`src/hw/ddr_seq_pkg.sv`:
```
// ----------------------------------------------------------
// ddr3 command sequencer shared definitions
// widths, command word views, axi4-lite write bus and
// registered command line bundles
// ----------------------------------------------------------
package ddr_seq_pkg;

    localparam int CMD_PAUSE_BITS = 6;      // nop pause length field
    localparam int DDR_ADDR_BITS  = 15;     // row/column address
    localparam int DDR_BA_BITS    = 3;      // bank address
    localparam int CMD_BANK_AW    = 8;      // 256 words per bank
    localparam int CMD_MEM_AW     = 9;      // bank bit on top
    localparam int CMD_WORD_BITS  = 32;

    localparam logic [1:0] AXIL_RESP_OKAY = 2'b00;

    // active command view
    typedef struct packed {
        logic [8:0]               rsvd;     // 31..23
        logic                     odt;      // 22
        logic                     cke;      // 21
        logic                     ras_n;    // 20
        logic                     cas_n;    // 19
        logic                     we_n;     // 18
        logic [DDR_BA_BITS-1:0]   ba;       // 17..15
        logic [DDR_ADDR_BITS-1:0] addr;     // 14..0
    } cmd_active_t;

    // nop view, ras/cas/we at the same positions
    typedef struct packed {
        logic [10:0]               rsvd_hi; // 31..21
        logic                      ras_n;
        logic                      cas_n;
        logic                      we_n;
        logic [10:0]               rsvd_lo; // 17..7
        logic                      done;    // end of sequence after pause
        logic [CMD_PAUSE_BITS-1:0] pause;   // stall cycles
    } cmd_nop_t;

    typedef union packed {
        cmd_active_t active;
        cmd_nop_t    nop;
    } cmd_word_u;

    // registered ddr3 command lines
    typedef struct packed {
        logic                     ras_n;
        logic                     cas_n;
        logic                     we_n;
        logic [DDR_BA_BITS-1:0]   ba;
        logic [DDR_ADDR_BITS-1:0] addr;
        logic                     cke;
        logic                     odt;
    } ddr_cmd_t;

    typedef struct packed {
        logic [11:0]                awaddr;
        logic                       awvalid;
        logic [CMD_WORD_BITS-1:0]   wdata;
        logic [CMD_WORD_BITS/8-1:0] wstrb;
        logic                       wvalid;
        logic                       bready;
    } axil_wreq_t;

    typedef struct packed {
        logic       awready;
        logic       wready;
        logic       bvalid;
        logic [1:0] bresp;
    } axil_wrsp_t;

    // command memory write port
    typedef struct packed {
        logic                       en;
        logic [CMD_MEM_AW-1:0]      addr;
        logic [CMD_WORD_BITS-1:0]   data;
        logic [CMD_WORD_BITS/8-1:0] strb;
    } mem_wr_t;

endpackage

```
`src/hw/cmd_sequencer.sv`:
```
// ----------------------------------------------------------
// ddr3 command sequencer control
// run start, fetch address, fetch-valid flag, nop pause
// counting and end of sequence on a done nop
// ----------------------------------------------------------
module cmd_sequencer (
    input  logic                                    mclk,
    input  logic                                    rst,
    input  logic [ddr_seq_pkg::CMD_MEM_AW-1:0]      run_addr,
    input  logic                                    run_seq,
    input  logic                                    is_nop,
    input  logic [ddr_seq_pkg::CMD_PAUSE_BITS-1:0]  pause_len,
    input  logic                                    done,
    output logic                                    rd_en,
    output logic [ddr_seq_pkg::CMD_MEM_AW-1:0]      rd_addr,
    output logic                                    word_valid,
    output logic                                    run_busy,
    output logic                                    run_done
);
    import ddr_seq_pkg::*;

    logic [CMD_PAUSE_BITS-1:0] pause_cntr;  // remaining stall cycles
    logic                      done_pend;   // done nop seen, pause running
    logic                      nop_pause;   // fresh nop with nonzero pause
    logic                      hold_now;    // stop the read this cycle
    logic                      finish;      // last nop cycle next

    assign nop_pause = word_valid && is_nop && (pause_len != '0);
    assign hold_now  = nop_pause || (word_valid && is_nop && done);

    // next read only when running, not stalled and not ending
    assign rd_en = run_busy && !run_done && !done_pend && !hold_now
                   && (pause_cntr == '0);

    // done without pause ends at once, otherwise when the pause runs out
    assign finish = done_pend ? (pause_cntr == '0)
                              : (word_valid && is_nop && done && (pause_len == '0));

    always_ff @(posedge mclk or posedge rst) begin
        if (rst) begin
            run_busy   <= 1'b0;
            run_done   <= 1'b0;
            word_valid <= 1'b0;
            rd_addr    <= '0;
            pause_cntr <= '0;
            done_pend  <= 1'b0;
        end else begin
            word_valid <= rd_en;            // word arrives one cycle after read
            run_done   <= finish;           // one-cycle pulse

            if (!run_busy) begin
                if (run_seq) begin
                    run_busy <= 1'b1;
                    rd_addr  <= run_addr;   // bank bit included
                end
            end else if (run_done) begin
                run_busy <= 1'b0;
            end

            // step inside the bank, bank bit fixed
            if (rd_en) begin
                rd_addr <= {rd_addr[CMD_MEM_AW-1], rd_addr[CMD_BANK_AW-1:0] + 1'b1};
            end

            // first stall cycle is the nop fetch cycle itself
            if (nop_pause) begin
                pause_cntr <= pause_len - 1'b1;
            end else if (pause_cntr != '0) begin
                pause_cntr <= pause_cntr - 1'b1;
            end

            if (finish) begin
                done_pend <= 1'b0;
            end else if (nop_pause && done) begin
                done_pend <= 1'b1;
            end
        end
    end

    // start requests only arrive while idle
    property p_run_when_idle;
        @(posedge mclk) disable iff (rst)
        run_seq |-> !run_busy;
    endproperty

    a_run_when_idle : assert property (p_run_when_idle)
        else $error("run_seq sampled while sequencer busy");

    // no fetch while a pause is counting down
    property p_no_read_in_pause;
        @(posedge mclk) disable iff (rst)
        (pause_cntr != '0) |-> !rd_en;
    endproperty

    a_no_read_in_pause : assert property (p_no_read_in_pause)
        else $error("command read during pause");

endmodule

```
`config.mk`:
```
export PLATFORM = sky130hd
export DESIGN_NAME = cmd_sequencer
export DESIGN_NICKNAME = d
export VERILOG_FILES = /design/src/hw/ddr_seq_pkg.sv /design/src/hw/cmd_sequencer.sv
export SDC_FILE = /design/constraint.sdc
export NUM_CORES = 1
export LEC_CHECK = 0
export BUFFER_PORTS_ARGS = -buffer_cell sky130_fd_sc_hd__buf_2
export CAP_MARGIN = 15
export CORE_AREA = 4 4 52 54
export DETAILED_ROUTE_END_ITERATION = 8
export DIE_AREA = 0 0 56 58
export PLACE_DENSITY = 0.81
export SETUP_SLACK_MARGIN = 0.3
export SYNTH_ARGS = -nofsm -noshare
export SYNTH_HDL_FRONTEND = slang
export SYNTH_SLANG_ARGS = --single-unit
```
`constraint.sdc`:
```
create_clock -name mclk -period 3.2 [get_ports mclk]
set_input_delay 0.32 -clock mclk [delete_from_list [all_inputs] [get_ports mclk]]
set_output_delay 0.32 -clock mclk [all_outputs]
set_load 0.02 [all_outputs]
```
==> impl_metrics.toml <==
[outcome]
status = "finished clean"

[pwr]
p_leak_uw = 0.000610
ir_drop_mv = 0.414
powerDensity_nw_per_um2 = 789

[worst_setup_path]
startpoint = "pause_cntr[0]"
cp.arrival_ns = 2.42
crit_path_start_kind = "register"
critPathKind = "reg2out"
r2r_start = "pause_cntr[0]"
worstSetupEndpointType = "output port"
required_ns = 2.88
cp_max_fo = 11

[routing]
vias = 1014
drt_iter0_markers = 9
routed_wl_mm = 2.36
wire_per_inst_um = 13.0
antenna_left = 0
drc = 0
via_per_inst = 5.60
dr.pass1.iters = 4

[timing]
maxSlewViolCount = 0
fmax_mhz = 365
skew_ns = 0.00825
final.period_utilization = 0.857
fin_setup_tns_ns = 0
maxSlewHeadroom = 0.523
rsz0062_at_grt = "false"
period_minus_slack_ns = 2.74
finalHoldViolCount = 0
tightest_slew_ns = 0.715
setup_violations = 0

[logic_synthesis]
ys_top_cells_by_area = "dfrtp_1 (45%), nand2_1 (5.3%), nor2_1 (4.6%), nand3_1 (4.2%), mux2i_1 (3.8%)"
synth_flop_cell = "dfrtp_1"
synth_fp_nets = 142
yosysMostFrequentCell = "dfrtp_1"
ys_ff_latch = 19
synth_edf_count = 0
synth_area_um2 = 1060
ys_warn_count = 0
synth.distinct_cells = 34
yosysTopAreaCell = "dfrtp_1"
syn_area_per_cell_um2 = 8.85
yosysTopAreaCellShare = 0.448
ys_top_cells_by_count = "dfrtp_1 (19), nand2_1 (15), nor2_1 (13)"
synthCells = 120
async_flop_share = 1.00
ys_seq_area_frac = 0.448

[floorplan]
die-area_um2 = 3250
io_pins = 33
row_count = 17
start_util = 0.480
coreArea_um2 = 2210
die_y_um = 58
die_x_um = 56

[cells_and_area]
antennaDiodeCount = 0
final_cells = 181
fin_nets = 176
drive_gt1_frac = 0.261
post-route-util = 0.572
syn_to_final_growth_pct = 19.1
n_fill_cell = 213

[global_route]
antenna_found_initial = 0
grt-ovfl-total = 0
grt_max_degree = 20
grt_usage = 0.150
grt_pass1_vias = 912
grt_pass1_wl_mm = 3.94

[clocking]
cts_tree = "yes"
cts_buffers = 3
insertion_delay_ns = 0.30
cts_resized = 0
clk_transition_reported_paths_ns = 0.11
cts.path.max_buffers = 2
clock-sinks = 19
cts_max_level = 1
cts_setup_buffers = 0
cts_root_buf = "clkbuf_4"
cts-hold-fix-buffers = 0

[worst_hold_path]
hp-class = "in2async"

[placed_design]
finalWeightedCongestion = 0.937
hpwl_mm = 1.87
numPortBuffers = 32
dp.cells = 177

[run]
cap_violations = 0
==> logic make-up after synthesis <==
kind of cell             share of synthesized area
buffers and inverters                       0.0471
multiplexers                                0.0483
AO/OA/AOI/OAI                                0.138
adder cells (fa/ha/maj)                     0.0236
flip-flops                                   0.448
XOR/XNOR                                    0.0165
AND/OR/NAND/NOR                              0.279
==> cell usage in the layout (no fill, tap or decap), types with 3 or more instances in the layout <==
master / instances
mux2i_1: 4
buf_2: 32
o21ai_0: 7
clkbuf_4: 3
nand3_1: 9
dfrtp_1: 19
a21oi_1: 4
nor2_1: 13
inv_1: 7
nor3_1: 5
nand2_1: 15
==> area by class of cell <==
type	count	area, um2	area share
Clock buffer	4	26.3	0.0208
Inverter	8	31.3	0.0247
Sequential cell	19	475	0.376
Timing Repair Buffer	32	160	0.127
Tap cell	28	35.0	0.0277
Multi-Input combinational cell	90	537	0.424
==> worst max-delay path: stages (launching register included) <==
cell	delay [ns]
dfrtp_1	0.38
or3_1	0.41
or4_4	0.45
or4_4	0.58
clkinv_2	0.13
buf_2	0.17
==> worst paths after layout <==
path,endpoint,slack [ns],cells past startpoint
max,rd_en,0.46,5
min,rd_addr[1],0.12,2
max reg2reg,rd_addr[5],0.70,5
min reg2reg,rd_addr[8],0.48,2
max in group asynchronous,pause_cntr[3],2.63,2
min in group mclk,rd_addr[8],0.21,3
==> power breakdown <==
part	internal [uW]	switching, uW
Clock	48.5	71.8
Combinational	190	257
Sequential	338	93.7
==> metrics by stage <==
stage	worst slack [ns]	total power [uW]	cell area (um2)	hold slack, ns
6_report	0.459	998	1260	0.119
5_1_grt	0.359	1080	1260	0.180
4_1_cts	0.443	1010	1260	0.136
3_5_place_dp	0.712	884	1240	0.466
3_3_place_gp	0.769	865	1240	0.456
2_1_floorplan	0.823	747	1060	0.271
==> sequential cells by signal, summed over array words and instances, names as in the netlist <==
register / count
run_busy: 1
done_pend: 1
rd_addr: 9
pause_cntr: 6
run_done: 1
word_valid: 1
==> metal layers <==
| metal | up-vias | track usage | part of all wire |
|---|---|---|---|
| met4 | 0 | 0.0576 | 0.011 |
| met1 | 482 | 0.191 | 0.43 |
| li1 | 493 | - | - |
| met3 | 4 | 0.0267 | 0.056 |
| met2 | 35 | 0.254 | 0.51 |
| met5 | - | 0 | 0 |
Power figures use the tool's default switching activity.
