### config.mk
export PLATFORM = sky130hd
export DESIGN_NAME = ddr_cmd_out
export DESIGN_NICKNAME = d
export VERILOG_FILES = /design/src/hw/ddr_seq_pkg.sv /design/src/hw/ddr_cmd_out.sv
export SDC_FILE = /design/constraint.sdc
export NUM_CORES = 1
export LEC_CHECK = 0
export BUFFER_PORTS_ARGS = -buffer_cell sky130_fd_sc_hd__buf_4
export CAP_MARGIN = 0
export CORE_MARGIN = 3
export CORE_UTILIZATION = 25
export DETAILED_ROUTE_END_ITERATION = 10
export HOLD_SLACK_MARGIN = 0.1
export PLACE_DENSITY = 0.48
export SKIP_CTS_REPAIR_TIMING = 1
export SYNTH_ARGS = -nofsm -noshare
export SYNTH_HDL_FRONTEND = slang
export SYNTH_SLANG_ARGS = --single-unit
export TNS_END_PERCENT = 100
### constraint.sdc
create_clock -name mclk -period 1.1 [get_ports mclk]
set_clock_uncertainty 0.2 [all_clocks]
set_input_delay 0.275 -clock mclk [delete_from_list [all_inputs] [get_ports mclk]]
set_output_delay 0.275 -clock mclk [all_outputs]
set_load 0.1 [all_outputs]
### src/hw/ddr_seq_pkg.sv
// ----------------------------------------------------------
// ddr3 command sequencer shared definitions
// widths, command word views, axi4-lite write bus and
// registered command line bundles
// ----------------------------------------------------------
package ddr_seq_pkg;

    localparam int CMD_PAUSE_BITS = 6;      // nop pause length field
    localparam int DDR_ADDR_BITS  = 15;     // row/column address
    localparam int DDR_BA_BITS    = 3;      // bank address
    localparam int CMD_BANK_AW    = 8;      // 256 words per bank
    localparam int CMD_MEM_AW     = 9;      // bank bit on top
    localparam int CMD_WORD_BITS  = 32;

    localparam logic [1:0] AXIL_RESP_OKAY = 2'b00;

    // active command view
    typedef struct packed {
        logic [8:0]               rsvd;     // 31..23
        logic                     odt;      // 22
        logic                     cke;      // 21
        logic                     ras_n;    // 20
        logic                     cas_n;    // 19
        logic                     we_n;     // 18
        logic [DDR_BA_BITS-1:0]   ba;       // 17..15
        logic [DDR_ADDR_BITS-1:0] addr;     // 14..0
    } cmd_active_t;

    // nop view, ras/cas/we at the same positions
    typedef struct packed {
        logic [10:0]               rsvd_hi; // 31..21
        logic                      ras_n;
        logic                      cas_n;
        logic                      we_n;
        logic [10:0]               rsvd_lo; // 17..7
        logic                      done;    // end of sequence after pause
        logic [CMD_PAUSE_BITS-1:0] pause;   // stall cycles
    } cmd_nop_t;

    typedef union packed {
        cmd_active_t active;
        cmd_nop_t    nop;
    } cmd_word_u;

    // registered ddr3 command lines
    typedef struct packed {
        logic                     ras_n;
        logic                     cas_n;
        logic                     we_n;
        logic [DDR_BA_BITS-1:0]   ba;
        logic [DDR_ADDR_BITS-1:0] addr;
        logic                     cke;
        logic                     odt;
    } ddr_cmd_t;

    typedef struct packed {
        logic [11:0]                awaddr;
        logic                       awvalid;
        logic [CMD_WORD_BITS-1:0]   wdata;
        logic [CMD_WORD_BITS/8-1:0] wstrb;
        logic                       wvalid;
        logic                       bready;
    } axil_wreq_t;

    typedef struct packed {
        logic       awready;
        logic       wready;
        logic       bvalid;
        logic [1:0] bresp;
    } axil_wrsp_t;

    // command memory write port
    typedef struct packed {
        logic                       en;
        logic [CMD_MEM_AW-1:0]      addr;
        logic [CMD_WORD_BITS-1:0]   data;
        logic [CMD_WORD_BITS/8-1:0] strb;
    } mem_wr_t;

endpackage

### src/hw/ddr_cmd_out.sv
// ----------------------------------------------------------
// ddr3 command line register
// decodes the fetched word into active or nop view and
// registers ras/cas/we, bank, address, cke and odt
// ----------------------------------------------------------
module ddr_cmd_out (
    input  logic                                    mclk,
    input  logic                                    rst,
    input  ddr_seq_pkg::cmd_word_u                  word,
    input  logic                                    word_valid,
    output logic                                    is_nop,
    output logic [ddr_seq_pkg::CMD_PAUSE_BITS-1:0]  pause_len,
    output logic                                    done,
    output ddr_seq_pkg::ddr_cmd_t                   ddr_cmd
);
    import ddr_seq_pkg::*;

    // nop when ras, cas and we are all high
    assign is_nop    = word.active.ras_n && word.active.cas_n && word.active.we_n;
    assign pause_len = word.nop.pause;
    assign done      = word.nop.done;

    always_ff @(posedge mclk or posedge rst) begin
        if (rst) begin
            ddr_cmd.ras_n <= 1'b1;          // nop after reset
            ddr_cmd.cas_n <= 1'b1;
            ddr_cmd.we_n  <= 1'b1;
            ddr_cmd.ba    <= '0;
            ddr_cmd.addr  <= '0;
            ddr_cmd.cke   <= 1'b0;
            ddr_cmd.odt   <= 1'b0;
        end else if (word_valid && !is_nop) begin
            ddr_cmd.ras_n <= word.active.ras_n;
            ddr_cmd.cas_n <= word.active.cas_n;
            ddr_cmd.we_n  <= word.active.we_n;
            ddr_cmd.ba    <= word.active.ba;
            ddr_cmd.addr  <= word.active.addr;
            ddr_cmd.cke   <= word.active.cke;
            ddr_cmd.odt   <= word.active.odt;
        end else begin
            ddr_cmd.ras_n <= 1'b1;          // nop or idle, cke/odt kept
            ddr_cmd.cas_n <= 1'b1;
            ddr_cmd.we_n  <= 1'b1;
        end
    end

endmodule

==> results by stage, run 1 <==
Place:
- The weighted congestion at the end of routability-driven global placement is between 0.6 and 0.7.
- The number of cells in the design after placement is 260.
- The HPWL after detailed placement is 2.55 mm.
- Buffers placed on the I/O ports in this run total 56.

Route:
- Using the TritonRoute via totals, the vias-per-cell ratio works out to 4.63.
- The routed design has roughly 4.1 mm of wire.
- For this run, design rule violations remaining after detail routing come to 0.
- The first detailed-routing pass ran for 4 iterations.
- The total via count after detailed routing is 1231.
- The detailed router finished its first iteration with 67 violations.
- The number of nets with antenna violations after detailed routing is 0.
- Dividing the detail-routed wire length by the instance count gives about 15 um.

Yosys:
- The net count of the mapped netlist is 162.
- The post-synth design cell area is between 1000 and 1500 um2.
- The post-synthesis compound-gate area fraction is a little under a fifth.
- Multiplexer cells account for 0% of the synthesized area.
- The synthesized netlist devotes 0% of its cell area to adder and majority cells.
- By count the netlist is led by sky130_fd_sc_hd__nand2b_1, sky130_fd_sc_hd__dfrtp_1, sky130_fd_sc_hd__nand2_1, sky130_fd_sc_hd__nand4_1, sky130_fd_sc_hd__o211ai_2.
- In the post-synthesis netlist, the cell with the most instances is sky130_fd_sc_hd__nand2b_1.
- By area the synthesized netlist is led by sky130_fd_sc_hd__dfrtp_1, sky130_fd_sc_hd__o211ai_2, sky130_fd_sc_hd__nand2b_1.
- The Yosys step of the flow raised 0 warnings.
- In this run the mean area of a mapped cell was approximately 10 um2.
- The dominant combinational cell family by area after synthesis is simple AND/OR/NAND/NOR gates.
- Sequential cells were found to cover ~44% of the synthesized design area.
- Synthesis handed over a netlist of 127 instances.
- The async set-reset flop share out of synthesis is between 90% and 100%.
- Of the post-synthesis cell area, the dominant cell type holds roughly two fifths.
- Yosys mapped the design onto 13 distinct sky130hd cell types.
- The number of flip-flops and latches in the synthesized netlist is 23.
- The number of flops mapped to enable cells by yosys is 0.
- Summing the areas of all and, or, nand and nor instances in the mapped netlist gives between 20% and 30% of the synthesized area.
- The dominant cell type by area after synthesis is sky130_fd_sc_hd__dfrtp_1.
- The most frequently used flop master after synthesis is sky130_fd_sc_hd__dfrtp_1.
- The share of the synthesized netlist area taken by xor and xnor gates is 0%.

Final layout:
- The final cell count without fillers is between 200 and 300.
- Summing all flip-flop and latch instances after layout gives between 600 and 700 um2.
- The multi-input gate area in the final layout is 668 um2.
- The count of nets after finishing is 235.
- The repair_antennas step left the layout with diodes totalling 0.
- The register with the most flip-flops in the layout has 23 of them.
- The register with the most flip-flops is ddr_cmd.
- Fill cells in the final layout number between 400 and 500.
- Cells with a size suffix above 1 make up approximately 71% of the layout.
- From synthesis to final layout, the design area changed by 95.5%.
- The largest registers in the layout are ddr_cmd x23.

Power and ir drop:
- Summed over all cells, the static leakage comes to ~1.1 nW.
- The total power divided by cell area is 1380 nW/um2.
- The worst-case IR drop observed on VDD is between 600 and 700 uV.
- The total power consumption of the routed design is around 3.5 mW.

Die:
- The floorplan has 25 rows.
- Once the floorplan was initialized, standard cells occupied between 20 and 30% of the core.
- The floorplan step set the die height to 78.4 um.
- The floorplan die area is approximately 6100 um2.
- Measured along the x axis, the die boundary spans between 70 and 80 um.
- The total area inside the core boundary comes to 4880 um2.
- The number of placed I/O pins is 66.

STA:
- The share of the clock period used by the worst path after layout is 139%.
- Setup repair after global routing could not meet its margin everywhere.
- The worst pin sits at a relative slew slack of 77.2%.
- Derived from the worst setup path, the maximum achievable clock frequency is between 0.6 and 0.7 GHz.
- Setup violations remaining at the end of the flow were counted as 36.
- The number of pins exceeding their max-slew limit in the final report is 0.
- At the pin with the least slew margin, the transition time is between 300 and 400 ps.
- The worst path in the final design needs a cycle of 1530 ps, including I/O delays and setup.
- Across all setup checks in the final design, the least slack found is -433 ps.
- The final number of hold-violating endpoints is 0.

Setup path:
- Counting both buffers and inverters, the worst setup path holds a total of 1.
- STA classifies the critical path startpoint as a flip-flop.
- The kind of end point of the critical path is a primary output.
- The largest incremental delay on the critical path is 630 ps.
- The critical path's slowest cell is sky130_fd_sc_hd__dfstp_4.
- Among cell families on the critical path, the largest total delay comes from flip-flops.
- The critical path is of the flip-flop to primary output type.
- Traced cell by cell, the critical path runs through buf_12.
- The endpoint arrival time on the critical path is 1060 ps.
- In this run the worst path has a maximum fanout of 1.
- The required time at the worst-slack endpoint is a little over 600 ps.

Outcome:
- The checks that failed: setup timing.
- The run finished, with violations left.

GRT:
- The largest net degree at the start of global routing is 27.
- For this run, the total global-route usage over all layers was measured as approximately an eighth.
- The total global routing overflow is 0.
- The initial antenna violation count is 0.
- The number of global-route vias before repair is about 1200.
- The first global-routing pass estimated between 5 and 6 mm of wire.

Clock network:
- The root buffer cell chosen for the clock tree is sky130_fd_sc_hd__clkbuf_8.
- The number of sinks handled by clock tree synthesis is 23.
- The clock latency of the later-clocked register in the worst-skew pair is 260 ps.
- The CTS clock-pin slew for the worst setup and hold paths is ~80 ps.
- Counting the buffers created by CTS gives 3.
- The maximum number of buffers from clock root to sink is 2.
- In this run the number of H-tree levels came out at 1.
- The clock tree from TritonCTS is built.

Hold path:
- The path class of the tightest hold or removal check is primary input to flip-flop.

Run:
- The tool flagged a number of max-cap violations equal to 0.
==> cells by family (layout without fill, tap and decap cells) <==
family                 after synthesis  in the layout
and+or+nand+nor                     64             64
DFF                                 23             23
AOI/OAI and AO/OA                   20             20
buffers and inverters               20             92
==> final cells by class <==
| type | instances | area share, % |
|---|---|---|
| timing repair buffer | 87 | 42.7 |
| multi-input combinational | 84 | 26.1 |
| sequential | 23 | 26.0 |
| tap | 67 | 3.27 |
| clock buffer | 4 | 1.76 |
| inverter | 1 | 0.147 |
==> final timing paths <==
path / depth (start not counted) / slack (ps) / startpoint / end
max in group asynchronous: 4 / 90 / rst / ddr_cmd[20]$_DFF_PP1_
setup / recovery: 1 / -430 / ddr_cmd[20]$_DFF_PP1_ / ddr_cmd[20]
hold / removal: 3 / 80 / word[17] / ddr_cmd[19]$_DFFE_PP0P_
min in group asynchronous: 4 / 380 / rst / ddr_cmd[5]$_DFFE_PP0P_
hold reg to reg: 2 / 400 / ddr_cmd[1]$_DFFE_PP0P_ / ddr_cmd[1]$_DFFE_PP0P_
setup reg to reg: 4 / -120 / ddr_cmd[7]$_DFFE_PP0P_ / ddr_cmd[7]$_DFFE_PP0P_
==> worst reg2reg max path: cells and delay by family, from the launching register on <==
family          cells  cell delay [ps]
buf+inv             2              240
simple gates        1               70
compound gates      1               80
flops               1              510
==> stage by stage <==
step	cell area [um2]	util, %	TNS, ps	hold WS, ps	worst slack (ps)
finish	2560	52.5	-7910	80.0	-433
global route	2560	52.5	-9160	77.7	-467
CTS	2070	42.5	-9500	-165	-546
detailed placement	2030	41.6	-7220	130	-275
global placement	2030	41.6	-6880	121	-251
floorplan	1410	-	-1270	75.1	-135
==> metal layers <==
| metal | wire length (um) | global-route usage, % | vias up |
|---|---|---|---|
| met2 | 2000 | 20.2 | 37 |
| met3 | 218 | 2.87 | 2 |
| li1 | - | - | 590 |
| met4 | 12 | 3.15 | 0 |
| met1 | 1830 | 15.6 | 602 |
| met5 | 0 | 0 | - |
==> placed cells by master, fill, tap and decap left out, types with 3 or more instances in the layout <==
cell type and count:
sky130_fd_sc_hd__buf_12 27, sky130_fd_sc_hd__buf_4 32, sky130_fd_sc_hd__buf_6 27, sky130_fd_sc_hd__clkbuf_8 3
sky130_fd_sc_hd__dfrtp_4 20, sky130_fd_sc_hd__dfstp_4 3, sky130_fd_sc_hd__nand2_1 20, sky130_fd_sc_hd__nand2b_1 14
sky130_fd_sc_hd__nand2b_4 9, sky130_fd_sc_hd__nand4_1 20, sky130_fd_sc_hd__o211ai_2 19
==> report_power, final <==
part,switching [mW],leakage [nW],internal [mW]
Sequential,0.122,0.252,1.00
Combinational,1.11,0.855,0.755
Clock,0.278,0.0228,0.259
Total,1.51,1.13,2.02
(Power assumes the default switching activity.)
==> inputs of run 2 (changes only) <==
Settings changed: REMOVE_ABC_BUFFERS set to 1.
==> run 2 against run 1 <==
Effect of this change: the flow still finishes with violations (setup timing); fmax rose by 5.0%; sequential power fell by 6%; setup slack better by 73 ps; non-clock buffer count is 8 higher; register-to-register slack better by 60 ps; cell area is 6.3% lower; first-iteration DRC count decreased by 34%; largest cell class unchanged; sequential share of layout area decreased by 1.8 points; count of clock-buffer cells in the layout shrank 1.
==> results by stage, run 2 (synthesis gave the netlist of run 1 again) <==
Outcome:
- The flow ran to the end, but the final reports show violations.
- The final reports fail on setup timing.

Route:
- The routed wire length per instance was 14.2 um (-6.9%).
- The total via count after detailed routing was 1274 (+3.5%).
- The detailed-route DRC error count is 0 (unchanged).
- The count of TritonRoute iterations in the first routing pass is 4 (unchanged).
- The first-iteration detailed-routing DRC count came to 44 (-34%).
- The number of nets with antenna violations after detailed routing is 0 (unchanged).
- The routed via count divided by cell count is 4.65 (+0.47%).
- The final routed wirelength across all metal layers was 3.89 mm (-4.1%).

STA:
- The smallest setup slack after layout is -361 ps (+72.9 ps).
- The relative slew slack is 83.1% (+5.9 points).
- The share of the clock period used by the worst path after layout was 133% (-6.6 points).
- The slew of the pin with the lowest slew margin is 254 ps (-88.9 ps).
- The final-report setup violation count is 28 (-22%).
- The fmax is 0.685 GHz (+5.0%).
- The final number of hold-violating endpoints was 0 (unchanged).
- The number of pins exceeding their max-slew limit in the final report is 0 (unchanged).
- The final critical-path required period is 1460 ps (-72.9 ps).
- Setup repair after global routing could not meet its margin everywhere.

Hold path:
- The type of the worst min-delay path is primary input to flip-flop.
- The worst hold path begins at word[8].
- The endpoint of the worst hold-timing path is ddr_cmd[10]$_DFFE_PP0P_.
- The hold-critical path depth was 3 (unchanged).

Final layout:
- More flip-flops sit in one register than any other, and that register is ddr_cmd.
- The number of flip-flops under the largest register name is 23 (unchanged).
- The layout cell share with drive strength beyond 1 was 58.5% (-12 points).
- The most common library cell in the layout ignoring fill and taps is sky130_fd_sc_hd__buf_4.
- The final cell count without fillers is 274 (+3.0%).
- The count of nets after finishing is 243 (+3.4%).
- The total inserted antenna cells is 0 (unchanged).
- Leaving out fill and tap cells, the most frequent cells in the layout are sky130_fd_sc_hd__buf_4, sky130_fd_sc_hd__buf_12, sky130_fd_sc_hd__nand2b_1.
- The largest registers in the layout are ddr_cmd x23.
- From synthesis to final layout, the design area changed by 83.2%.

Setup path:
- The endpoint arrival time on the critical path was 990 ps (-70 ps).
- The highest fanout seen on the critical path came to 1 (unchanged).
- The required time at the worst-slack endpoint is 620 ps (about the same).
- In this run the critical register-to-register path is captured at ddr_cmd[3]$_DFFE_PP0P_.
- In this design, the largest share of critical-path delay is due to flip-flops.
- The number of buffer and inverter stages on the critical path is 1 (unchanged).
- Traced cell by cell, the critical path runs through buf_12.
- The worst setup path is captured at a primary output.
- The largest incremental delay on the critical path is 550 ps (-80 ps).
- On the critical path, the stage with the largest delay is an instance of sky130_fd_sc_hd__dfstp_2.
- The length in cells of the worst reg-to-reg path came to 4 (unchanged).
- The reg-to-reg startpoint is ddr_cmd[3]$_DFFE_PP0P_.
- The worst setup path is launched from a flip-flop.
- The setup slack on the worst flop-to-flop path was -60 ps (+60 ps).
- The critical path launch point is ddr_cmd[21]$_DFF_PP1_.
- By startpoint and endpoint, the worst setup path is classified as flip-flop to primary output.

GRT:
- The number of global-route vias before repair is 1333 (+7.8%).
- The global router's overall resource usage is 12.4% (+0.32 points).
- The initial antenna violation count is 0 (unchanged).
- The total global routing overflow came to 0 (unchanged).
- The wire length of the first global-routing pass is 6.18 mm (+3.3%).
- The largest net degree at the start of global routing was 32 (+19%).

Run:
- The total of max-cap violations is 0 (unchanged).

Power and ir drop:
- The combinational share of power came to 53.2% (+0.3 points).
- The switching power total is 1.49 mW (-1.2%).
- The internal power component is 1.91 mW (-5.3%).
- The peak supply drop was 646 uV (+2.1%).
- The switching power share of the total came to 43.9% (+1.0 points).
- The total power consumption of the routed design was 3.40 mW (-3.5%).
- The clock share of power came to 16.0% (+0.8 points).
- The leakage power figure was 1.12 nW (-0.74%).
- The total power divided by cell area came to 1420 nW/um2 (+2.9%).
- The relative contribution of sequential cells to total power is 30.8% (-1.1 points).

Clock network:
- The clock latency of the later-clocked register in the worst-skew pair is 260 ps (about the same).
- The maximum number of buffers from clock root to sink is 2 (unchanged).
- The number of sinks handled by clock tree synthesis came to 23 (unchanged).
- The CTS clock-pin slew for the worst setup and hold paths was 90 ps (about the same).
- The cell at the root of the clock tree is sky130_fd_sc_hd__clkbuf_8.
- TritonCTS built the clock tree.
- The deepest level of the CTS H-tree was 1 (unchanged).
- The number of CTS-inserted buffers was 3 (unchanged).

Die:
- The floorplan core area is 4880 um2 (unchanged).
- The initial cell density of the core is 26.8% (unchanged).
- The horizontal die dimension is 78.4 um (unchanged).
- The number of placed I/O pins is 66 (unchanged).
- The height of the die is 78.4 um (unchanged).
- The row count is 25 (unchanged).
- The floorplan die area is 6140 um2 (unchanged).

Place:
- The detailed placer's ending HPWL is 2.62 mm (+2.5%).
- The number of cells in the design after placement is 260 (unchanged).
- The number of port buffers is 56 (unchanged).
- The weighted congestion at the end of routability-driven global placement is 0.677 (-1.2%).
- The pre-CTS setup slack was -212 ps (+62.8 ps).
[run 2: cell types whose count changed in the layout (fill, tap and decap cells not counted), sizes merged]
cell	previous run	this run
buf	86	94
clkbuf	4	3
clkinv	0	1
[run 2: power groups by stage]
stage          clock, mW  sequential, mW  combinational, mW
4_1_cts            0.564            1.00               1.50
2_1_floorplan          0            1.71              0.192
3_3_place_gp           0            1.01               1.48
3_5_place_dp           0            1.01               1.50
5_1_grt            0.602            1.06               1.88
6_report           0.544            1.05               1.81
[run 2: area by class of cell]
| type | instances | area (um2) |
|---|---|---|
| inverter | 1 | 3.75 |
| clock buffer | 3 | 41.3 |
| sequential | 23 | 579 |
| tap | 67 | 83.8 |
| fill | 466 | 2480 |
| clock inverter | 1 | 5.00 |
| multi-input combinational | 84 | 601 |
| timing repair buffer | 95 | 1090 |
[run 2: metal layers]
metal  GRT usage (%)  wire length, um  part of all wire (%)
met2            20.2             1930                    50
met4            3.85               14                  0.36
met1            15.7             1640                    42
met5               0                0                     0
met3            3.78              307                   7.9
[run 2: how the worst max path moves through the flow]
stage / end / slack (ps) / cells after the start
floorplan: ddr_cmd[10]$_DFFE_PP0P_ / -400 / 2
global placement: is_nop / -210 / 3
CTS: ddr_cmd[21] / -450 / 1
global route: ddr_cmd[22] / -400 / 1
detailed placement: is_nop / -210 / 3
finish: ddr_cmd[21] / -360 / 1
[run 2: through the flow]
step / hold slack (ps) / utilization [%] / instance area (um2) / setup TNS, ps
after floorplan: 74.7 / - / 1180 / -14490
after global placement: 126 / 39.6 / 1930 / -3050
after detailed placement: 132 / 39.6 / 1930 / -3370
after CTS: -163 / 40.5 / 1980 / -8040
after global routing: 72.3 / 49.2 / 2400 / -7230
final: 80.7 / 49.2 / 2400 / -6240
